## src/vcu_consts.svh

```systemverilog
`ifndef VCU_CONSTS_SVH
`define VCU_CONSTS_SVH

`define VCU_VLEN       4096 // vector register length, bits
`define VCU_VLANE_NUM  16   // lane count, sets the fast slide amounts
`define VCU_XLEN       32   // scalar operand, vl and slide amount width

// one-hot class strobe from the scheduler
`define VCU_CLS_NUM    12
`define VCU_CLS_ISTORE 2    // indexed store
`define VCU_CLS_STORE  3
`define VCU_CLS_ILOAD  4    // indexed load
`define VCU_CLS_LOAD   5
`define VCU_CLS_MVV    6
`define VCU_CLS_MVX    7
`define VCU_CLS_IVV    8
`define VCU_CLS_IVI    9
`define VCU_CLS_IVX    10
`define VCU_CLS_CFG    11   // vsetvl / vsetvli

`define VCU_OPMODE_W   9    // alu opmode width
`endif
```

## src/vcu_pkg.sv

```systemverilog
`default_nettype none
`include "vcu_consts.svh"

package vcu_pkg;

   // alu operations, none must stay at zero
   typedef enum logic [`VCU_OPMODE_W-1:0] {
      none_op = 0,
      add_op, addu_op, sub_op, subu_op,
      sll_op, srl_op, sra_op,
      and_op, or_op, xor_op, andnot_op, ornot_op, nand_op, nor_op, xnor_op,
      seq_op, sneq_op, slt_op, sltu_op, sle_op, sleu_op, sgt_op, sgtu_op,
      mul_op, mulu_op, mulsu_op, mulh_op, mulhu_op, mulhsu_op,
      mul_add_op,   // multiply-accumulate
      mul_sub_op,
      mulu_add_op,
      mulus_add_op,
      mulsu_add_op
   } alu_op_e;

   // instruction type seen by the lane control units
   typedef enum logic [2:0] {
      inst_normal    = 3'd0,
      inst_reduction = 3'd1,
      inst_store     = 3'd2,
      inst_istore    = 3'd3, // indexed store
      inst_load      = 3'd4,
      inst_iload     = 3'd5, // indexed load
      inst_slide     = 3'd6,
      inst_config    = 3'd7
   } inst_type_e;

   // alu operand 2 source
   typedef enum logic [1:0] {
      op2_vector = 2'd0, // vs1 from vrf
      op2_scalar = 2'd1, // rs1 from scalar core
      op2_imm    = 2'd2, // simm5 field
      op2_none   = 2'd3
   } op2_sel_e;

endpackage

`default_nettype wire

```

## src/vcu_top.sv

```systemverilog
`timescale 1ns/1ns
`default_nettype none
`include "vcu_consts.svh"

module vcu_top
(
   input  logic                     clk,
   input  logic                     rstn,
   input  logic [`VCU_CLS_NUM-1:0]  instr_vld_i,
   input  logic [31:0]              vector_instr_i,
   input  logic [`VCU_XLEN-1:0]     scalar_rs1_i,
   output logic                     cmd_vld_o,      // decoded controls valid
   output logic [2:0]               sew_o,
   output logic [2:0]               lmul_o,
   output logic [`VCU_XLEN-1:0]     vl_o,
   output vcu_pkg::alu_op_e         alu_opmode_o,
   output vcu_pkg::inst_type_e      inst_type_o,
   output vcu_pkg::op2_sel_e        op2_sel_o,
   output logic                     reduction_op_o,
   output logic [1:0]               wdata_width_o,
   output logic                     vector_mask_o,
   output logic [`VCU_XLEN-1:0]     alu_x_data_o,
   output logic [4:0]               alu_imm_o,
   output logic                     up_down_slide_o,
   output logic                     slide_type_o,
   output logic [`VCU_XLEN-1:0]     slide_amount_o
);

   logic [`VCU_CLS_NUM-1:0] cls_q;    // captured class
   logic [31:0]             instr_q;
   logic [`VCU_XLEN-1:0]    rs1_q;
   logic [2:0]              sew;      // current vtype
   logic [2:0]              lmul;

   // capture stage, owns vtype and vl
   vcu_config u_config (
      .clk            (clk),
      .rstn           (rstn),
      .instr_vld_i    (instr_vld_i),
      .vector_instr_i (vector_instr_i),
      .scalar_rs1_i   (scalar_rs1_i),
      .cls_o          (cls_q),
      .instr_o        (instr_q),
      .rs1_o          (rs1_q),
      .sew_o          (sew),
      .lmul_o         (lmul),
      .vl_o           (vl_o)
   );

   vcu_opmode_decode u_opmode (
      .cls_i    (cls_q),
      .instr_i  (instr_q),
      .opmode_o (alu_opmode_o)
   );

   vcu_ctrl_decode u_ctrl (
      .cls_i           (cls_q),
      .instr_i         (instr_q),
      .rs1_i           (rs1_q),
      .sew_i           (sew),
      .inst_type_o     (inst_type_o),
      .op2_sel_o       (op2_sel_o),
      .reduction_op_o  (reduction_op_o),
      .wdata_width_o   (wdata_width_o),
      .vector_mask_o   (vector_mask_o),
      .alu_x_data_o    (alu_x_data_o),
      .alu_imm_o       (alu_imm_o),
      .up_down_slide_o (up_down_slide_o),
      .slide_type_o    (slide_type_o),
      .slide_amount_o  (slide_amount_o)
   );

   assign cmd_vld_o = |cls_q;  // one cycle after each strobe
   assign sew_o     = sew;
   assign lmul_o    = lmul;

endmodule

`default_nettype wire

```

## src/vcu_ctrl_decode.sv

```systemverilog
`timescale 1ns/1ns
`default_nettype none
`include "vcu_consts.svh"

module vcu_ctrl_decode
(
   input  logic [`VCU_CLS_NUM-1:0] cls_i,
   input  logic [31:0]             instr_i,
   input  logic [`VCU_XLEN-1:0]    rs1_i,
   input  logic [2:0]              sew_i,          // vtype before any update
   output vcu_pkg::inst_type_e     inst_type_o,
   output vcu_pkg::op2_sel_e       op2_sel_o,
   output logic                    reduction_op_o,
   output logic [1:0]              wdata_width_o,
   output logic                    vector_mask_o,
   output logic [`VCU_XLEN-1:0]    alu_x_data_o,
   output logic [4:0]              alu_imm_o,
   output logic                    up_down_slide_o, // 1 up, 0 down
   output logic                    slide_type_o,    // 1 fast, 0 slow
   output logic [`VCU_XLEN-1:0]    slide_amount_o   // in bytes
);

   logic [5:0] funct6;
   logic       red_chk;
   logic       slide_chk;
   logic       widen_chk;
   logic       fast_slide;

   assign funct6 = instr_i[31:26];

   // reductions: mv funct6 0x00..0x07, iv widening sums 0x30..0x37
   assign red_chk = ((cls_i[`VCU_CLS_MVV] || cls_i[`VCU_CLS_MVX]) && funct6[5:3] == 3'd0) ||
                    (cls_i[`VCU_CLS_IVV] && funct6[5:3] == 3'd6);
   assign slide_chk = !cls_i[`VCU_CLS_CFG] && (funct6 == 6'h0E || funct6 == 6'h0F);
   assign widen_chk = (funct6[5:3] == 3'd6) || (funct6[5:3] == 3'd7);

   // fast when the slide moves exactly one lane row of bytes
   always_comb
   begin
      case (sew_i)
         3'd0:    fast_slide = (rs1_i == `VCU_VLANE_NUM * 4);
         3'd1:    fast_slide = (rs1_i == `VCU_VLANE_NUM * 2);
         3'd2:    fast_slide = (rs1_i == `VCU_VLANE_NUM);
         default: fast_slide = 1'b0;
      endcase
   end

   always_comb
   begin
      if (cls_i[`VCU_CLS_STORE])
         inst_type_o = vcu_pkg::inst_store;
      else if (cls_i[`VCU_CLS_ISTORE])
         inst_type_o = vcu_pkg::inst_istore;
      else if (cls_i[`VCU_CLS_LOAD])
         inst_type_o = vcu_pkg::inst_load;
      else if (cls_i[`VCU_CLS_ILOAD])
         inst_type_o = vcu_pkg::inst_iload;
      else if (red_chk)
         inst_type_o = vcu_pkg::inst_reduction;
      else if (slide_chk)
         inst_type_o = vcu_pkg::inst_slide;
      else if (cls_i[`VCU_CLS_CFG])
         inst_type_o = vcu_pkg::inst_config;
      else
         inst_type_o = vcu_pkg::inst_normal;
   end

   always_comb
   begin
      if (cls_i[`VCU_CLS_IVV] || cls_i[`VCU_CLS_MVV])
         op2_sel_o = vcu_pkg::op2_vector;
      else if (cls_i[`VCU_CLS_IVX] || cls_i[`VCU_CLS_MVX])
         op2_sel_o = vcu_pkg::op2_scalar;
      else if (cls_i[`VCU_CLS_IVI])
         op2_sel_o = vcu_pkg::op2_imm;
      else
         op2_sel_o = vcu_pkg::op2_none;
   end

   assign reduction_op_o = red_chk;
   assign slide_type_o   = fast_slide;

   // slow slides move bytes, widening doubles the element
   assign wdata_width_o = (slide_chk && !fast_slide) ? 2'd1 :
                          widen_chk ? sew_i[1:0] + 2'd2 : sew_i[1:0] + 2'd1;

   assign slide_amount_o = cls_i[`VCU_CLS_IVI] ?
                              {{(`VCU_XLEN-5){1'b0}}, instr_i[19:15]} << sew_i :
                           cls_i[`VCU_CLS_IVX] ? rs1_i << sew_i :
                           {{(`VCU_XLEN-1){1'b0}}, 1'b1} << sew_i; // slide1up/down

   assign up_down_slide_o = (funct6 != 6'h0F);  // 0x0f is slidedown
   assign vector_mask_o   = ~instr_i[25];       // vm=0 means masked
   assign alu_x_data_o    = rs1_i;
   assign alu_imm_o       = instr_i[19:15];     // simm5

endmodule

`default_nettype wire

```

## src/vcu_opmode_decode.sv

```systemverilog
`timescale 1ns/1ns
`default_nettype none
`include "vcu_consts.svh"

module vcu_opmode_decode
(
   input  logic [`VCU_CLS_NUM-1:0] cls_i,
   input  logic [31:0]             instr_i,
   output vcu_pkg::alu_op_e        opmode_o
);

   logic [5:0] funct6;
   logic       int_cls;   // opivv, opivi, opivx
   logic       mv_cls;    // opmvv, opmvx

   assign funct6  = instr_i[31:26];
   assign int_cls = |cls_i[`VCU_CLS_IVX:`VCU_CLS_IVV];
   assign mv_cls  = |cls_i[`VCU_CLS_MVX:`VCU_CLS_MVV];

   always_comb
   begin
      opmode_o = vcu_pkg::none_op;
      if (int_cls)
      begin
         case (funct6)
            6'h00:   opmode_o = vcu_pkg::add_op;   // vadd
            6'h02:   opmode_o = vcu_pkg::sub_op;   // vsub
            6'h03:   opmode_o = vcu_pkg::sub_op;   // vrsub
            6'h04:   opmode_o = vcu_pkg::sltu_op;  // vminu
            6'h05:   opmode_o = vcu_pkg::slt_op;   // vmin
            6'h06:   opmode_o = vcu_pkg::sgtu_op;  // vmaxu
            6'h07:   opmode_o = vcu_pkg::sgt_op;   // vmax
            6'h09:   opmode_o = vcu_pkg::and_op;
            6'h0A:   opmode_o = vcu_pkg::or_op;
            6'h0B:   opmode_o = vcu_pkg::xor_op;
            // 0x0c gather, 0x0e/0x0f slides, not alu ops
            6'h10:   opmode_o = vcu_pkg::add_op;   // vadc
            6'h11:   opmode_o = vcu_pkg::add_op;   // vmadc
            6'h12:   opmode_o = vcu_pkg::sub_op;   // vsbc
            6'h13:   opmode_o = vcu_pkg::sub_op;   // vmsbc
            6'h18:   opmode_o = vcu_pkg::seq_op;   // vmseq
            6'h19:   opmode_o = vcu_pkg::sneq_op;  // vmsne
            6'h1A:   opmode_o = vcu_pkg::sltu_op;  // vmsltu
            6'h1B:   opmode_o = vcu_pkg::slt_op;
            6'h1C:   opmode_o = vcu_pkg::sleu_op;  // vmsleu
            6'h1D:   opmode_o = vcu_pkg::sle_op;
            6'h1E:   opmode_o = vcu_pkg::sgtu_op;  // vmsgtu
            6'h1F:   opmode_o = vcu_pkg::sgt_op;
            6'h20:   opmode_o = vcu_pkg::addu_op;  // vsaddu
            6'h21:   opmode_o = vcu_pkg::add_op;   // vsadd
            6'h22:   opmode_o = vcu_pkg::subu_op;  // vssubu
            6'h23:   opmode_o = vcu_pkg::sub_op;   // vssub
            6'h25:   opmode_o = vcu_pkg::sll_op;   // vsll
            6'h27:   opmode_o = vcu_pkg::mul_op;   // vsmul
            6'h28:   opmode_o = vcu_pkg::srl_op;   // vsrl
            6'h29:   opmode_o = vcu_pkg::sra_op;   // vsra
            6'h2A:   opmode_o = vcu_pkg::srl_op;   // vssrl, rounding
            6'h2B:   opmode_o = vcu_pkg::sra_op;   // vssra, rounding
            6'h2C:   opmode_o = vcu_pkg::srl_op;   // vnsrl, narrowing
            6'h2D:   opmode_o = vcu_pkg::sra_op;   // vnsra
            6'h2E:   opmode_o = vcu_pkg::srl_op;   // vnclipu
            6'h2F:   opmode_o = vcu_pkg::srl_op;   // vnclip
            6'h30:   opmode_o = vcu_pkg::add_op;   // vwredsumu
            6'h31:   opmode_o = vcu_pkg::add_op;   // vwredsum
            default: opmode_o = vcu_pkg::none_op;
         endcase
      end
      else if (mv_cls)
      begin
         case (funct6)
            6'h00:   opmode_o = vcu_pkg::add_op;   // vredsum
            6'h01:   opmode_o = vcu_pkg::and_op;   // vredand
            6'h02:   opmode_o = vcu_pkg::or_op;    // vredor
            6'h03:   opmode_o = vcu_pkg::xor_op;   // vredxor
            6'h04:   opmode_o = vcu_pkg::sltu_op;  // vredminu
            6'h05:   opmode_o = vcu_pkg::slt_op;
            6'h06:   opmode_o = vcu_pkg::sgtu_op;  // vredmaxu
            6'h07:   opmode_o = vcu_pkg::sgt_op;
            6'h08:   opmode_o = vcu_pkg::addu_op;  // vaaddu
            6'h09:   opmode_o = vcu_pkg::add_op;   // vaadd
            6'h0A:   opmode_o = vcu_pkg::subu_op;  // vasubu
            6'h0B:   opmode_o = vcu_pkg::sub_op;   // vasub
            // unary group 0x10..0x17 not decoded here
            6'h18:   opmode_o = vcu_pkg::andnot_op; // vmandn
            6'h19:   opmode_o = vcu_pkg::and_op;   // mask logic
            6'h1A:   opmode_o = vcu_pkg::or_op;
            6'h1B:   opmode_o = vcu_pkg::xor_op;
            6'h1C:   opmode_o = vcu_pkg::ornot_op;
            6'h1D:   opmode_o = vcu_pkg::nand_op;
            6'h1E:   opmode_o = vcu_pkg::nor_op;
            6'h1F:   opmode_o = vcu_pkg::xnor_op;
            6'h24:   opmode_o = vcu_pkg::mulhu_op;
            6'h25:   opmode_o = vcu_pkg::mul_op;   // vmul
            6'h26:   opmode_o = vcu_pkg::mulhsu_op;
            6'h27:   opmode_o = vcu_pkg::mulh_op;
            6'h29:   opmode_o = vcu_pkg::mul_add_op; // vmadd
            6'h2B:   opmode_o = vcu_pkg::mul_sub_op; // vnmsub
            6'h2D:   opmode_o = vcu_pkg::mul_add_op; // vmacc
            6'h2F:   opmode_o = vcu_pkg::mul_sub_op; // vnmsac
            6'h30:   opmode_o = vcu_pkg::addu_op;  // vwaddu
            6'h31:   opmode_o = vcu_pkg::add_op;   // vwadd
            6'h32:   opmode_o = vcu_pkg::subu_op;  // vwsubu
            6'h33:   opmode_o = vcu_pkg::sub_op;   // vwsub
            6'h34:   opmode_o = vcu_pkg::addu_op;  // vwaddu.w
            6'h35:   opmode_o = vcu_pkg::add_op;
            6'h36:   opmode_o = vcu_pkg::subu_op;  // vwsubu.w
            6'h37:   opmode_o = vcu_pkg::sub_op;
            6'h38:   opmode_o = vcu_pkg::mulu_op;  // vwmulu
            6'h3A:   opmode_o = vcu_pkg::mulsu_op; // vwmulsu
            6'h3B:   opmode_o = vcu_pkg::mul_op;   // vwmul
            6'h3C:   opmode_o = vcu_pkg::mulu_add_op;  // vwmaccu
            6'h3D:   opmode_o = vcu_pkg::mul_add_op;   // vwmacc
            6'h3E:   opmode_o = vcu_pkg::mulus_add_op; // vwmaccus
            6'h3F:   opmode_o = vcu_pkg::mulsu_add_op; // vwmaccsu
            default: opmode_o = vcu_pkg::none_op;
         endcase
      end
   end

endmodule

`default_nettype wire

```

## src/vcu_config.sv

```systemverilog
`timescale 1ns/1ns
`default_nettype none
`include "vcu_consts.svh"

module vcu_config
(
   input  logic                     clk,
   input  logic                     rstn,
   input  logic [`VCU_CLS_NUM-1:0]  instr_vld_i,    // one-hot class, one cycle
   input  logic [31:0]              vector_instr_i,
   input  logic [`VCU_XLEN-1:0]     scalar_rs1_i,
   output logic [`VCU_CLS_NUM-1:0]  cls_o,          // captured class
   output logic [31:0]              instr_o,
   output logic [`VCU_XLEN-1:0]     rs1_o,
   output logic [2:0]               sew_o,          // current vtype
   output logic [2:0]               lmul_o,
   output logic [`VCU_XLEN-1:0]     vl_o
);

   logic [`VCU_CLS_NUM-1:0] cls_q;
   logic [31:0]             instr_q;
   logic [`VCU_XLEN-1:0]    rs1_q;
   logic [2:0]              sew_q, sew_nxt;
   logic [2:0]              lmul_q, lmul_nxt;
   logic [`VCU_XLEN-1:0]    vl_q, vl_nxt;
   logic [`VCU_XLEN-1:0]    vlmax_nxt;

   // elements per register group, fractional lmul codes 5..7, code 4 reserved
   function automatic logic [`VCU_XLEN-1:0] vlmax_f(input logic [2:0] sew_v,
                                                    input logic [2:0] lmul_v);
      logic [`VCU_XLEN-1:0] base;
      base = `VCU_VLEN / 8; // bytes per register
      base = base >> sew_v; // elements per register
      if (!lmul_v[2])
         return base << lmul_v;
      else if (lmul_v == 3'd4)
         return '0;
      else
         return base >> (4'd8 - {1'b0, lmul_v}); // lmul 1/8 .. 1/2
   endfunction

   // instruction and operand, captured every cycle
   always_ff @(posedge clk)
   begin
      instr_q <= vector_instr_i;
      rs1_q   <= scalar_rs1_i;
   end

   always_ff @(posedge clk)
   begin
      if (!rstn)
      begin
         cls_q  <= '0;
         sew_q  <= 3'd2;                    // e32
         lmul_q <= 3'd0;                    // m1
         vl_q   <= vlmax_f(3'd2, 3'd0);     // 128 for a 4096 bit vlen
      end
      else
      begin
         cls_q <= instr_vld_i;
         if (cls_q[`VCU_CLS_CFG])           // config captured last edge
         begin
            sew_q  <= sew_nxt;
            lmul_q <= lmul_nxt;
            vl_q   <= vl_nxt;
         end
      end
   end

   // new vtype source
   always_comb
   begin
      if (instr_q[31:30] == 2'b10)          // vsetvl, vtype in rs1
      begin
         lmul_nxt = rs1_q[2:0];
         sew_nxt  = rs1_q[5:3];
      end
      else                                  // vsetvli, vtype in zimm
      begin
         lmul_nxt = {instr_q[25], instr_q[21:20]};
         sew_nxt  = instr_q[24:22];
      end
   end

   assign vlmax_nxt = vlmax_f(sew_nxt, lmul_nxt);

   // avl from rs1, else vlmax when vd set, else keep
   assign vl_nxt = (instr_q[19:15] != 5'd0) ? rs1_q :
                   (instr_q[11:7] != 5'd0)  ? vlmax_nxt : vl_q;

   assign cls_o   = cls_q;
   assign instr_o = instr_q;
   assign rs1_o   = rs1_q;
   assign sew_o   = sew_q;
   assign lmul_o  = lmul_q;
   assign vl_o    = vl_q;

endmodule

`default_nettype wire

```

## config.mk

```make
export PLATFORM = sky130hd
export DESIGN_NAME = vcu_top
export DESIGN_NICKNAME = d
export VERILOG_FILES = /design/src/vcu_pkg.sv /design/src/vcu_top.sv /design/src/vcu_ctrl_decode.sv /design/src/vcu_opmode_decode.sv /design/src/vcu_config.sv
export VERILOG_INCLUDE_DIRS = /design/src /design/src/src
export SDC_FILE = /design/constraint.sdc
export NUM_CORES = 1
export LEC_CHECK = 0
export BUFFER_PORTS_ARGS = -buffer_cell sky130_fd_sc_hd__buf_2
export CAP_MARGIN = 10
export CORE_MARGIN = 2
export CORE_UTILIZATION = 48
export CTS_BUF_LIST = sky130_fd_sc_hd__clkbuf_8
export DETAILED_ROUTE_END_ITERATION = 8
export PLACE_DENSITY = 0.86
export SLEW_MARGIN = 10
export SYNTH_ARGS = -nofsm -noshare
export SYNTH_HDL_FRONTEND = slang
export SYNTH_SLANG_ARGS = --single-unit
```

## constraint.sdc

```tcl
create_clock -name clk -period 2.5 [get_ports clk]
set_input_delay 0.375 -clock clk [delete_from_list [all_inputs] [get_ports clk]]
set_output_delay 0.375 -clock clk [all_outputs]
set_load 0.05 [all_outputs]
```

==> impl_summary.txt <==
----------------------------------------------------
[Yosys]
  Most instantiated flip-flop cell in the synthesis netlist ... sky130_fd_sc_hd__dfxtp_1
  Proportion of netlist area held by the largest area contributor ... 36.80%
  Synth Register Bits ... 115
  Share of synthesized area occupied by flip-flops and latches ... 36.80%
  YS warnings ... 0
  Async set or reset register ratio after synthesis ... 0%
  Post-synthesis instance area ... 6256 um^2
  EDFF count, synth ... 0
  Cell type with the highest aggregate area in the netlist ... sky130_fd_sc_hd__dfxtp_1
  Post-synthesis area per instance ... 8.286 um^2
  Top cells by area in the synthesized netlist ... sky130_fd_sc_hd__dfxtp_1 37%, sky130_fd_sc_hd__mux4_2 5.0%, sky130_fd_sc_hd__nand2_1 4.9%
  Number of distinct library cells after synthesis ... 69
  Cells after synthesis ... 755

[STA]
  Hold Vio Cnt, Final ... 0
  Final setup margin ... -68.86 ps
  Period minus WS final ... 2569 ps
  Setup repair after global routing missed its margin ... true
  Worst Hold Slack ... 22.80 ps
  Maximum clock skew at final layout ... 14.61 ps
  Maximum clock rate ... 389.3 MHz
  Headroom to the max-slew limit ... 58.88%
  Post-route fraction of the period consumed by the critical path ... 102.8%
  Transition time of the tightest slew-check pin ... 612.1 ps
  Final setup violation count ... 3
  Number of slew-limit violations in the final report ... 0

[Global routing]
  Total global-route track usage ... 28.76%
  Overflow after GRT ... 0
  Wire length of the first global-routing pass ... 31.84 mm
  Via count of the first global-routing pass ... 6044
  Pin count of the biggest net entering global routing ... 37
  Initial antenna violation count ... 2

[Layout]
  End-of-flow core utilization ... 64.81%
  Number of nets in the layout ... 1031
  Flip-flop and latch area ... 2322 um^2
  Most common cell after layout, fill and taps aside ... sky130_fd_sc_hd__buf_2
  Multi-input gate area in the final layout ... 3800 um^2
  Ratio of cells with drive above 1 in the final layout ... 38.70%
  Commonest non-fill, non-tap cells in the layout ... 182 x sky130_fd_sc_hd__buf_2, 109 x sky130_fd_sc_hd__dfxtp_1, 80 x sky130_fd_sc_hd__nand2_1, 56 x sky130_fd_sc_hd__nand3_1, 50 x sky130_fd_sc_hd__nor2_1
  Layout fillers ... 1026
  Area Growth Syn to Fin ... 31.26%

[Placement]
  Detailed placement HPWL ... 15.25 mm
  Count of input and output buffers ... 192
  Routability cong. ... 0.9583

[Setup path]
  Depth of the worst register-to-register path ... 10
  Largest driver fanout on the critical path ... 7
  Signal arrival time at the worst endpoint ... 2190 ps
  Type of the setup path with the least slack ... register to output port
  Critical path capture point type ... output port
  Data required, critical path ... 2120 ps
  Element type at the critical path start ... register

[Power]
  Int Power ... 3202 uW
  Power density over the cells ... 625.3 nW/um^2
  Relative contribution of the clock network to total power ... 31.0%
  Net switching component of the power ... 1932 uW
  Combinational share of power ... 29.0%
  Leakage Power ... 0.003565 uW
  Switching fraction of total power ... 37.63%
  Power share of the sequential group ... 40.1%
  Max rail drop VDD ... 0.0004782 V

[Hold path]
  Worst min-delay path class ... input port to register
  Cell depth of the worst min-delay path ... 1

[Route]
  Top Layer Used ... met4
  Vias per inst ... 5.933
  Total Wirelength ... 20.76 mm
  Detail Route met2 WL ... 9.911 mm
  Detailed-route wire length per cell ... 18.39 um
  Count of vias placed by the detailed router ... 6698
  Count of TritonRoute iterations in the first routing pass ... 8
  Detailed route wirelength on metal3 ... 1.976 mm
  Antenna violation net count after detailed routing ... 0
  Routed met1 length ... 8.195 mm
  Starting DRC count in detailed routing ... 720
  DRC violation count after routing ... 0

[Floorplan]
  Effective utilization at floorplan ... 49.37%
  Cell Rows ... 41
  Number of I/O pins ... 206
  Area of the die ... 13960 um^2
  DIE WIDTH ... 118.2 um
  Chip Height ... 118.2 um
  Floorplan core area ... 12670 um^2

[Clock tree]
  Clock tree from TritonCTS ... built
  # H-tree levels ... 4
  Worst-Skew Late Latency ... 440 ps
  CTS Buffer Depth ... 2
  Clock Sinks ... 115
  Number of clock buffers inserted by TritonCTS ... 17
  Clk root buf ... sky130_fd_sc_hd__clkbuf_8
  CTS clk-pin slew, worst paths ... 80 ps

[Run status]
  Violated checks ... setup timing
  Outcome ... finished, violations left

[Flow run]
  Max capacitance violation total ... 0

----------------------------------------------------
==> cells in the mapped netlist (14+ instances only) <==
master,number
sky130_fd_sc_hd__dfxtp_1,115
sky130_fd_sc_hd__a21oi_1,51
sky130_fd_sc_hd__nand2_1,81
sky130_fd_sc_hd__o21ai_0,49
sky130_fd_sc_hd__nand3_1,56
sky130_fd_sc_hd__inv_1,15
sky130_fd_sc_hd__nor3_1,23
sky130_fd_sc_hd__mux2i_1,23
sky130_fd_sc_hd__nor2_1,56
sky130_fd_sc_hd__clkbuf_1,37
sky130_fd_sc_hd__mux4_2,14
==> worst paths after layout <==
check | startpoint | endpoint | slack, ps
setup / recovery | u_config.rs1_o[20] | wdata_width_o[0] | -70
hold / removal | scalar_rs1_i[3] | u_config.rs1_o[3] | 20
setup reg to reg | u_config.instr_o[30] | u_config.vl_o[5] | 210
hold reg to reg | u_config.vl_o[29] | u_config.vl_o[29] | 450
==> worst max-delay path, cell delays in order, from the launching register on <==
cell and delay, ps:
sky130_fd_sc_hd__dfxtp_1 380, sky130_fd_sc_hd__nor4_1 490, sky130_fd_sc_hd__nand4_1 230, sky130_fd_sc_hd__nor4_4 250
sky130_fd_sc_hd__nor3_4 80, sky130_fd_sc_hd__nand2b_4 170, sky130_fd_sc_hd__buf_8 150
==> final cells by class <==
class	count	share of cell area (%)
multi-input combinational	550	46.27
sequential	115	28.28
timing repair buffer	241	17.23
clock buffer	17	2.849
tap	172	2.621
clock inverter	14	1.600
inverter	19	1.112
antenna	1	0.03047
==> cells by family (layout without fill, tap and decap cells) <==
| logic type | Yosys count | after routing | share of synthesized area [%] |
|---|---|---|---|
| adders and majority gates | 9 | 9 | 1.800 |
| muxes | 51 | 51 | 11.58 |
| DFF | 115 | 115 | 36.80 |
| AOI/OAI and AO/OA | 179 | 179 | 17.96 |
| xor gates and xnor gates | 8 | 8 | 1.120 |
| buffers and inverters | 92 | 291 | 6.760 |
| other | 1 | 4 | 0.05994 |
| and+or+nand+nor | 300 | 300 | 23.92 |
==> power by group through the flow <==
stage | combinational [uW] | clock, uW | sequential, uW
floorplan | 879 | 0 | 2260
global placement | 1410 | 0 | 2090
detailed placement | 1420 | 0 | 2090
CTS | 1450 | 1610 | 2050
global route | 1570 | 1700 | 2070
finish | 1490 | 1590 | 2060
==> layer usage <==
| metal | vias up | global-route usage (%) |
|---|---|---|
| li1 | 3100 | - |
| met1 | 3160 | 35.39 |
| met2 | 383 | 47.72 |
| met3 | 55 | 7.384 |
| met4 | 0 | 12.05 |
| met5 | - | 0 |
==> what timing repair did <==
action	in CTS	in global routing
hold buffers	0	0
resized for setup	22	31
endpoints found under the setup margin	33	33
buffers inserted	2	1
pin swaps	4	1
==> flip-flops by register name, indices dropped and copies added (netlist names), named ones only <==
signal and flops:
u_config.cls_o 12, u_config.rs1_o 32, u_config.lmul_o 3, u_config.sew_o 3, u_config.instr_o 22, u_config.vl_o 32
==> metrics by stage <==
step	cells	instance area, um^2	total power [uW]	setup slack (ps)	setup TNS, ps
CTS	1127	8089	5116	-41.93	-71.18
finish	1129	8212	5134	-68.86	-105.6
global route	1129	8212	5337	-110.9	-445.6
floorplan	757	6492	3141	-202.4	-384.3
detailed placement	1094	7644	3514	130.8	0
global placement	1094	7644	3497	186.0	0
No activity file was read; power rests on OpenSTA's default activity.
